`src/verilog/conv_pkg.sv`:
```
package conv_pkg;

  localparam int img_dim    = 32;
  localparam int img_pixels = img_dim * img_dim;
  localparam int pos_w      = $clog2(img_dim);      // row or column index
  localparam int buf_len    = 2 * img_dim + 3;      // two lines plus three taps

  localparam int pixel_w    = 8;
  localparam int sum_w      = 13;                   // signed conv sum
  localparam int feat_w     = 12;                   // after relu
  localparam int iaddr_w    = 2 * pos_w;
  localparam int l1_addr_w  = iaddr_w - 2;
  localparam int pipe_depth = 3;

  localparam int kernel_w   = 3;
  // row-major 3x3 filter
  localparam logic signed [kernel_w-1:0] kernel [9] = '{
    -3'sd2,  3'sd0,  3'sd1,
     3'sd0,  3'sd1,  3'sd2,
     3'sd1,  3'sd2, -3'sd3
  };

  typedef logic [pixel_w-1:0] pixel_t;

  typedef struct packed {
    pixel_t p0, p1, p2;   // top row
    pixel_t p3, p4, p5;   // p4 is the centre
    pixel_t p6, p7, p8;
  } window_t;

  typedef struct packed {
    logic top;
    logic bottom;
    logic left;
    logic right;
  } edge_t;

  typedef struct packed {
    logic                 wen;
    logic [iaddr_w-1:0]   addr;
    logic [feat_w-1:0]    data;
  } l0_wr_t;

  typedef struct packed {
    logic                 wen;
    logic [l1_addr_w-1:0] addr;
    logic [feat_w-1:0]    data;
  } l1_wr_t;

endpackage

```
`src/verilog/layer_ctrl.sv`:
```
`timescale 1ns/1ps

module layer_ctrl (
  input  logic                          clk,
  input  logic                          reset,
  input  logic                          ready,
  output logic                          busy,
  output logic [conv_pkg::iaddr_w-1:0]  iaddr,
  output logic                          ioe,
  output logic                          shift_en,
  output logic                          flush,
  output logic                          win_valid,
  output conv_pkg::edge_t               win_edge
);

  typedef enum logic [1:0] {st_idle, st_read, st_flush, st_drain} state_t;

  state_t                        state;
  logic [conv_pkg::iaddr_w-1:0]  step_cnt;   // flush length, then drain delay
  logic [conv_pkg::iaddr_w-1:0]  prime_cnt;  // shifts until first full window
  logic [conv_pkg::pos_w-1:0]    cen_row;
  logic [conv_pkg::pos_w-1:0]    cen_col;
  logic                          rd_q;
  logic                          flush_q;
  logic                          start;
  logic                          win_last;

  assign start    = (state == st_idle) && ready;
  assign busy     = (state != st_idle);
  assign ioe      = (state == st_read);
  assign shift_en = rd_q | flush_q;      // one cycle behind ioe, lines up with idata
  assign flush    = flush_q;
  assign win_last = win_valid && (&cen_row) && (&cen_col);

  assign win_edge.top    = (cen_row == '0);
  assign win_edge.bottom = &cen_row;
  assign win_edge.left   = (cen_col == '0);
  assign win_edge.right  = &cen_col;

  always_ff @(posedge clk or posedge reset) begin
    if (reset) begin
      state    <= st_idle;
      iaddr    <= '0;
      step_cnt <= '0;
    end else begin
      case (state)
        st_idle: begin
          if (ready) begin
            state <= st_read;
            iaddr <= '0;
          end
        end
        st_read: begin
          iaddr <= iaddr + 1'b1;
          if (iaddr == conv_pkg::img_pixels - 1) begin
            state    <= st_flush;
            step_cnt <= '0;
          end
        end
        st_flush: begin
          step_cnt <= step_cnt + 1'b1;
          if (step_cnt == conv_pkg::img_dim) begin  // img_dim+1 zero shifts
            state    <= st_drain;
            step_cnt <= '0;
          end
        end
        st_drain: begin
          // count out the conv pipe after the last window
          if (win_last || step_cnt != '0)
            step_cnt <= step_cnt + 1'b1;
          if (step_cnt == conv_pkg::pipe_depth)
            state <= st_idle;
        end
        default: state <= st_idle;
      endcase
    end
  end

  always_ff @(posedge clk or posedge reset) begin
    if (reset) begin
      rd_q      <= 1'b0;
      flush_q   <= 1'b0;
      win_valid <= 1'b0;
      prime_cnt <= '0;
      cen_row   <= '0;
      cen_col   <= '0;
    end else begin
      rd_q      <= ioe;
      flush_q   <= (state == st_flush);
      win_valid <= shift_en && (prime_cnt == conv_pkg::img_dim + 1);
      if (start) begin
        prime_cnt <= '0;
        cen_row   <= '0;
        cen_col   <= '0;
      end else begin
        if (shift_en && prime_cnt != conv_pkg::img_dim + 1)
          prime_cnt <= prime_cnt + 1'b1;
        if (win_valid) begin
          cen_col <= cen_col + 1'b1;
          if (&cen_col)
            cen_row <= cen_row + 1'b1;
        end
      end
    end
  end

endmodule

```
`src/verilog/window_buffer.sv`:
```
`timescale 1ns/1ps

module window_buffer (
  input  logic              clk,
  input  logic              shift_en,
  input  logic              flush,
  input  conv_pkg::pixel_t  idata,
  output conv_pkg::window_t window
);

  // sr[0] holds the oldest pixel, new ones enter at the top
  conv_pkg::pixel_t sr [conv_pkg::buf_len];

  always_ff @(posedge clk) begin
    if (shift_en) begin
      for (int i = 0; i < conv_pkg::buf_len - 1; i++)
        sr[i] <= sr[i+1];
      sr[conv_pkg::buf_len-1] <= flush ? '0 : idata;
    end
  end

  // row above
  assign window.p0 = sr[0];
  assign window.p1 = sr[1];
  assign window.p2 = sr[2];

  assign window.p3 = sr[conv_pkg::img_dim];
  assign window.p4 = sr[conv_pkg::img_dim + 1];   // centre
  assign window.p5 = sr[conv_pkg::img_dim + 2];

  // row below, newest pixel last
  assign window.p6 = sr[2 * conv_pkg::img_dim];
  assign window.p7 = sr[2 * conv_pkg::img_dim + 1];
  assign window.p8 = sr[2 * conv_pkg::img_dim + 2];

endmodule

```
`src/verilog/conv_pipe.sv`:
```
`timescale 1ns/1ps

module conv_pipe (
  input  logic              clk,
  input  logic              reset,
  input  logic              win_valid,
  input  conv_pkg::window_t window,
  input  conv_pkg::edge_t   win_edge,
  output conv_pkg::l0_wr_t  l0_wr
);

  // pixel times a 3-bit two's complement weight, shift and add
  function automatic logic signed [conv_pkg::sum_w-1:0] weigh(
    input conv_pkg::pixel_t                    p,
    input logic signed [conv_pkg::kernel_w-1:0] w
  );
    logic signed [conv_pkg::sum_w-1:0] px;
    px = $signed({{(conv_pkg::sum_w - conv_pkg::pixel_w){1'b0}}, p});
    weigh = '0;
    if (w[0]) weigh = weigh + px;
    if (w[1]) weigh = weigh + (px << 1);
    if (w[2]) weigh = weigh - (px << 2);  // sign bit weighs -4
  endfunction

  // tap i lies outside the image for this border set
  function automatic logic outside(input int i, input conv_pkg::edge_t e);
    outside = (e.top && i < 3) || (e.bottom && i > 5) ||
              (e.left && i % 3 == 0) || (e.right && i % 3 == 2);
  endfunction

  conv_pkg::pixel_t                  tap  [9];
  logic signed [conv_pkg::sum_w-1:0] prod [9];
  logic signed [conv_pkg::sum_w-1:0] s1   [5];
  logic signed [conv_pkg::sum_w-1:0] s2   [3];
  logic signed [conv_pkg::sum_w-1:0] s3;
  logic                              v1;
  logic                              v2;
  logic                              v3;
  logic [conv_pkg::iaddr_w-1:0]      l0_addr;

  assign tap = '{window.p0, window.p1, window.p2,
                 window.p3, window.p4, window.p5,
                 window.p6, window.p7, window.p8};

  always_comb begin
    for (int i = 0; i < 9; i++) begin
      if (outside(i, win_edge))
        prod[i] = '0;  // zero padding
      else
        prod[i] = weigh(tap[i], conv_pkg::kernel[i]);
    end
  end

  // adder tree 9 -> 5 -> 3 -> 1
  always_ff @(posedge clk) begin
    for (int k = 0; k < 4; k++)
      s1[k] <= prod[2*k] + prod[2*k+1];
    s1[4] <= prod[8];
    s2[0] <= s1[0] + s1[1];
    s2[1] <= s1[2] + s1[3];
    s2[2] <= s1[4];
    s3    <= s2[0] + s2[1] + s2[2];
  end

  always_ff @(posedge clk or posedge reset) begin
    if (reset) begin
      v1      <= 1'b0;
      v2      <= 1'b0;
      v3      <= 1'b0;
      l0_addr <= '0;
    end else begin
      v1 <= win_valid;
      v2 <= v1;
      v3 <= v2;
      if (v3)
        l0_addr <= l0_addr + 1'b1;  // wraps to zero after a full image
    end
  end

  // relu
  assign l0_wr.wen  = v3;
  assign l0_wr.addr = l0_addr;
  assign l0_wr.data = s3[conv_pkg::sum_w-1] ? '0 : s3[conv_pkg::feat_w-1:0];

endmodule

```
`src/verilog/max_pool.sv`:
```
`timescale 1ns/1ps

module max_pool (
  input  logic                         clk,
  input  logic                         reset,
  input  logic                         feat_valid,
  input  logic [conv_pkg::feat_w-1:0]  feat,
  output conv_pkg::l1_wr_t             l1_wr
);

  logic [conv_pkg::pos_w-1:0]              col;
  logic [conv_pkg::pos_w-1:0]              row;
  logic [conv_pkg::pos_w-1:0]              col_cur;
  logic [conv_pkg::pos_w-1:0]              row_cur;
  logic [conv_pkg::l1_addr_w-1:0]          l1_addr;
  logic [conv_pkg::l1_addr_w-1:0]          l1_addr_cur;
  logic [$clog2(conv_pkg::pipe_depth + 2)-1:0] gap_cnt;
  logic                                    restart;
  logic [conv_pkg::feat_w-1:0]             left_q;    // even column of the pair
  logic [conv_pkg::feat_w-1:0]             pair_max;
  logic [conv_pkg::feat_w-1:0]             above;
  logic [conv_pkg::feat_w-1:0]             row_max [conv_pkg::img_dim / 2];

  // long idle gap means a new image is starting
  assign restart     = feat_valid && (gap_cnt > conv_pkg::pipe_depth);
  assign col_cur     = restart ? '0 : col;
  assign row_cur     = restart ? '0 : row;
  assign l1_addr_cur = restart ? '0 : l1_addr;

  assign pair_max = (left_q > feat) ? left_q : feat;
  assign above    = row_max[col_cur[conv_pkg::pos_w-1:1]];

  assign l1_wr.wen  = feat_valid && col_cur[0] && row_cur[0];
  assign l1_wr.addr = l1_addr_cur;
  assign l1_wr.data = (above > pair_max) ? above : pair_max;

  always_ff @(posedge clk or posedge reset) begin
    if (reset) begin
      col     <= '0;
      row     <= '0;
      l1_addr <= '0;
      gap_cnt <= '1;  // first feature after reset counts as a restart
    end else begin
      if (feat_valid) begin
        gap_cnt <= '0;
        col     <= col_cur + 1'b1;
        row     <= (&col_cur) ? row_cur + 1'b1 : row_cur;
        l1_addr <= l1_wr.wen ? l1_addr_cur + 1'b1 : l1_addr_cur;
      end else if (gap_cnt <= conv_pkg::pipe_depth) begin
        gap_cnt <= gap_cnt + 1'b1;
      end
    end
  end

  always_ff @(posedge clk) begin
    if (feat_valid && !col_cur[0])
      left_q <= feat;
    if (feat_valid && col_cur[0] && !row_cur[0])
      row_max[col_cur[conv_pkg::pos_w-1:1]] <= pair_max;  // kept for the row below
  end

endmodule

```
`src/verilog/conv_top.sv`:
```
`timescale 1ns/1ps

module conv_top (
  input  logic                          clk,
  input  logic                          reset,
  input  logic                          ready,
  output logic                          busy,
  output logic [conv_pkg::iaddr_w-1:0]  iaddr,
  output logic                          ioe,
  input  conv_pkg::pixel_t              idata,
  output conv_pkg::l0_wr_t              l0_wr,
  output conv_pkg::l1_wr_t              l1_wr
);

  logic              shift_en;
  logic              flush;
  logic              win_valid;
  conv_pkg::edge_t   win_edge;
  conv_pkg::window_t window;

  layer_ctrl u_layer_ctrl (
    .clk       (clk),
    .reset     (reset),
    .ready     (ready),
    .busy      (busy),
    .iaddr     (iaddr),
    .ioe       (ioe),
    .shift_en  (shift_en),
    .flush     (flush),
    .win_valid (win_valid),
    .win_edge  (win_edge)
  );

  window_buffer u_window_buffer (
    .clk      (clk),
    .shift_en (shift_en),
    .flush    (flush),
    .idata    (idata),
    .window   (window)
  );

  conv_pipe u_conv_pipe (
    .clk       (clk),
    .reset     (reset),
    .win_valid (win_valid),
    .window    (window),
    .win_edge  (win_edge),
    .l0_wr     (l0_wr)
  );

  // pooling taps the layer-0 write stream
  max_pool u_max_pool (
    .clk        (clk),
    .reset      (reset),
    .feat_valid (l0_wr.wen),
    .feat       (l0_wr.data),
    .l1_wr      (l1_wr)
  );

endmodule

```
`config.mk`:
```
export PLATFORM = sky130hd
export DESIGN_NAME = conv_top
export DESIGN_NICKNAME = d
export VERILOG_FILES = /design/src/verilog/conv_pkg.sv /design/src/verilog/layer_ctrl.sv /design/src/verilog/window_buffer.sv /design/src/verilog/conv_pipe.sv /design/src/verilog/max_pool.sv /design/src/verilog/conv_top.sv
export SDC_FILE = /design/constraint.sdc
export NUM_CORES = 1
export LEC_CHECK = 0
export ABC_AREA = 1
export BUFFER_PORTS_ARGS = -buffer_cell sky130_fd_sc_hd__buf_2
export CAP_MARGIN = 20
export CORE_MARGIN = 5
export CORE_UTILIZATION = 50
export DETAILED_ROUTE_END_ITERATION = 16
export PLACE_DENSITY = 0.66
export SLEW_MARGIN = 20
export SYNTH_ARGS = -nofsm -noshare
export SYNTH_HDL_FRONTEND = slang
export SYNTH_SLANG_ARGS = --single-unit
```
`constraint.sdc`:
```
create_clock -name clk -period 29.1 [get_ports clk]
set_clock_uncertainty 0.1 [all_clocks]
set_input_delay 5.82 -clock clk [delete_from_list [all_inputs] [get_ports clk]]
set_output_delay 5.82 -clock clk [all_outputs]
set_load 0.1 [all_outputs]
```
==> summary.md <==
| Metric | Value |
|---|---|
| Period Utilization, post-route | `41.91%` |
| DRT iter0 DRCs | `1548` |
| Post-CTS Resized | `0` |
| Vias in the first global route | `19280` |
| CP Max Fanout | `76` |
| Crit path capture type | `primary output` |
| Vias | `19480` |
| Synth top cells by count | `edfxtp_1 (740), nand2_1 (533), inv_1 (341)` |
| Largest net degree at the start of global routing | `201` |
| Fin crit period | `about 12 ns` |
| Area grow syn2layout | `13.26%` |
| Global routing usage on met3 | `3.773%` |
| Crit Path Class | `reg2out` |
| Top cell type's share of synthesized area | `63.10%` |
| Worst-skew pair later-pin latency | `roughly 0.65 ns` |
| CTS tree | `yes` |
| Hold buffers post-CTS | `0` |
| Worst-path clk slew | `0.06 ns` |
| ANT cells | `0` |
| Met2 usage in global routing | `26.49%` |
| Synth Area per Inst | `13.23 µm²` |
| DRT antenna net count | `0` |
| Yosys warning total | `0` |
| Syn Nets | `2795` |
| CTS max path bufs | `3` |
| Row cnt | `97` |
| Overall routed net length | `65.45 mm` |
| Critical Path AT | `6.28 ns` |
| CTS Buf Count | `92` |
| DP Wirelength | `~41 mm` |
| First-pass GRT wire length | `103.7 mm` |
| Overall Global Routing Usage | `17.29%` |
| Max frequency | `roughly 80 MHz` |
| Layout Nets | `2925` |
| Worst Max-Slew Pin Slew | `1.154 ns` |
| I/O pins | `67` |
| Most frequent cell after synthesis | `edfxtp_1` |
| Setup violations, final | `0` |
| Final non-filler cell total | `between 3000 and 4000` |
| H-tree depth | `3` |
| Max-cap viol count | `0` |
| Cell taking the most area after synthesis | `edfxtp_1` |
| Slew Viols, Final | `0` |
| Area contributors post-synth | `edfxtp_1 (63%), dfxtp_1 (5.9%), nand2_1 (5.7%)` |
| Die X | `275.4 µm` |
| Routability cong. | `0.9298` |
| Dpl cells | `approximately 3600` |
| Die extent in y | `between 200 and 300 µm` |
| Asr flop ratio synth | `between 8 and 9%` |
| # clock sinks | `918` |
| Mapped Cells | `2663` |
| Post-synthesis register bit count | `918` |
| Hold Vio Cnt, Final | `0` |
| Crit start category | `flip-flop` |
| LEAKAGE | `about 15 nW` |
| Drt first pass iters | `6` |
| Count of unique library cells instantiated by Yosys | `42` |
| Slew HR | `23.09%` |
| Met1 Use GR | `25.08%` |
| Netlist Area Pre-Place | `0.03522 mm²` |
| PortBufs | `66` |
| Tot Pwr | `2.621 mW` |
| Setup Fix Bufs, Post-CTS | `0` |
| Top_reg_cell synth | `edfxtp_1` |
| # DRC | `0` |
| Grt total ovfl | `0` |
| Hold/Removal Path Class | `reg2reg` |
| Clock Tree Root | `clkbuf_16` |
| Die area | `0.07585 mm²` |
| Status | `finished, final reports clean` |
| Core area | `approximately 0.07 mm²` |
| Avg WL per Cell | `17.17 µm` |
| Starting Density | `around half` |
| GRT busiest layer | `met2` |
| Register area share after synthesis | `74.29%` |
| Worst endpoint required time | `23.18 ns` |
| Layout cells sized above 1 | `8.986%` |
| Initial antenna violation count | `0` |
| Max VDD drop | `0.00004444 V` |
| Setup tns final | `0 ns` |
| EDFF count, synth | `740` |
| Power per Cell Area | `approximately 66 mW/mm²` |
| Drt via density | `5.111` |
| RSZ-0062 raised after global routing | `false` |
## path summary, 6_finish.rpt
| path | start | endpoint | slack, ns | cells after the start |
|---|---|---|---|---|
| max reg2reg | u_max_pool.gap_cnt[0] | u_max_pool.row_max[15][4] | 24.96 | 11 |
| min | u_conv_pipe.s1[0][55] | u_conv_pipe.s2[0][29] | 0.22 | 0 |
| max | u_conv_pipe.v3 | l1_wr[3] | 16.91 | 20 |
| max in group asynchronous | reset | u_max_pool.col[1] | 23.13 | 3 |
| min reg2reg | u_conv_pipe.s1[0][55] | u_conv_pipe.s2[0][29] | 0.22 | 0 |
| min in group asynchronous | reset | u_conv_pipe.l0_addr[8] | 5.25 | 3 |
## flip-flops by register name (all words and copies together), names as in the netlist
name / flops
u_conv_pipe.l0_addr: 10
u_conv_pipe.s1: 53
u_conv_pipe.s2: 37
u_conv_pipe.s3: 13
u_conv_pipe.v1: 1
u_conv_pipe.v2: 1
u_conv_pipe.v3: 1
u_layer_ctrl.cen_col: 5
u_layer_ctrl.cen_row: 5
u_layer_ctrl.flush: 1
u_layer_ctrl.iaddr: 10
u_layer_ctrl.prime_cnt: 10
u_layer_ctrl.rd_q: 1
u_layer_ctrl.state: 2
u_layer_ctrl.step_cnt: 10
u_layer_ctrl.win_valid: 1
u_max_pool.col: 5
u_max_pool.gap_cnt: 3
u_max_pool.l1_addr: 8
u_max_pool.left_q: 12
u_max_pool.row: 1
u_max_pool.row_max: 192
u_window_buffer.sr: 536
## through the flow
step                hold WS (ns)  worst slack, ns  cell area (µm²)  utilization (%)
floorplan                 0.2096            15.12            35220                -
global placement          0.2135            17.04            36680            52.47
detailed placement        0.2121            17.70            36700            52.49
CTS                       0.2136            16.99            39880            57.04
global route              0.2255            16.40            39890            57.06
finish                    0.2181            16.91            39890            57.06
## critical path: stages (launching register included)
cell      delay [ns]
dfrtp_1         0.77
nand3_4         0.45
buf_4           0.53
nand2_2         0.13
buf_4           0.63
o21ai_0         0.16
nand2_1         0.09
nand2_1         0.07
nand2_1         0.06
nand2_1         0.05
nor2_1          0.22
ha_1            0.31
a21oi_1         0.13
o21ai_0         0.12
nand2_1         0.08
o211ai_1        0.07
o21ai_1         0.70
inv_1           0.40
nand3_1         0.19
nand2_1         0.07
buf_2           0.29
## per-layer routing
layer / up-vias / part of all wire, %
met5: - / 0
met2: 490 / 44
li1: 9346 / -
met1: 9538 / 47
met4: 0 / 2.3
met3: 104 / 6.0
## final cells by class
class                      count  area, µm²
inverter                     346       1308
sequential                   918      26170
timing repair buffer          89      526.8
fill                        5561      30020
tap                          940       1176
multi-input combinational   1346       7532
clock inverter                59      749.5
clock buffer                 113       2432
## where the power goes
part / switching (mW) / internal [mW]
Sequential: 0 / 1.40
Clock: 0.499 / 0.719
Combinational: 0.00259 / 0.000793
## logic make-up (layout without fill, tap and decap cells)
group	Yosys count	after routing	synth area share [%]
XOR/XNOR	69	69	1.716
flip-flops	918	918	74.29
AO/OA/AOI/OAI	189	189	2.963
buffers and inverters	399	607	4.405
adder cells (fa/ha/maj)	121	121	4.682
AND/OR/NAND/NOR	967	967	11.94
## cells in the final DEF, fill, tap and decap left out, types with 62 or more instances in the layout
cell / count
a21oi_1: 85
buf_2: 66
clkbuf_16: 93
dfrtp_1: 71
dfxtp_1: 103
edfxtp_1: 740
ha_1: 103
inv_1: 339
nand2_1: 531
nand3_1: 73
nand3b_1: 64
nand4_1: 62
nor2_1: 190
No activity file was read; power rests on OpenSTA's default activity.
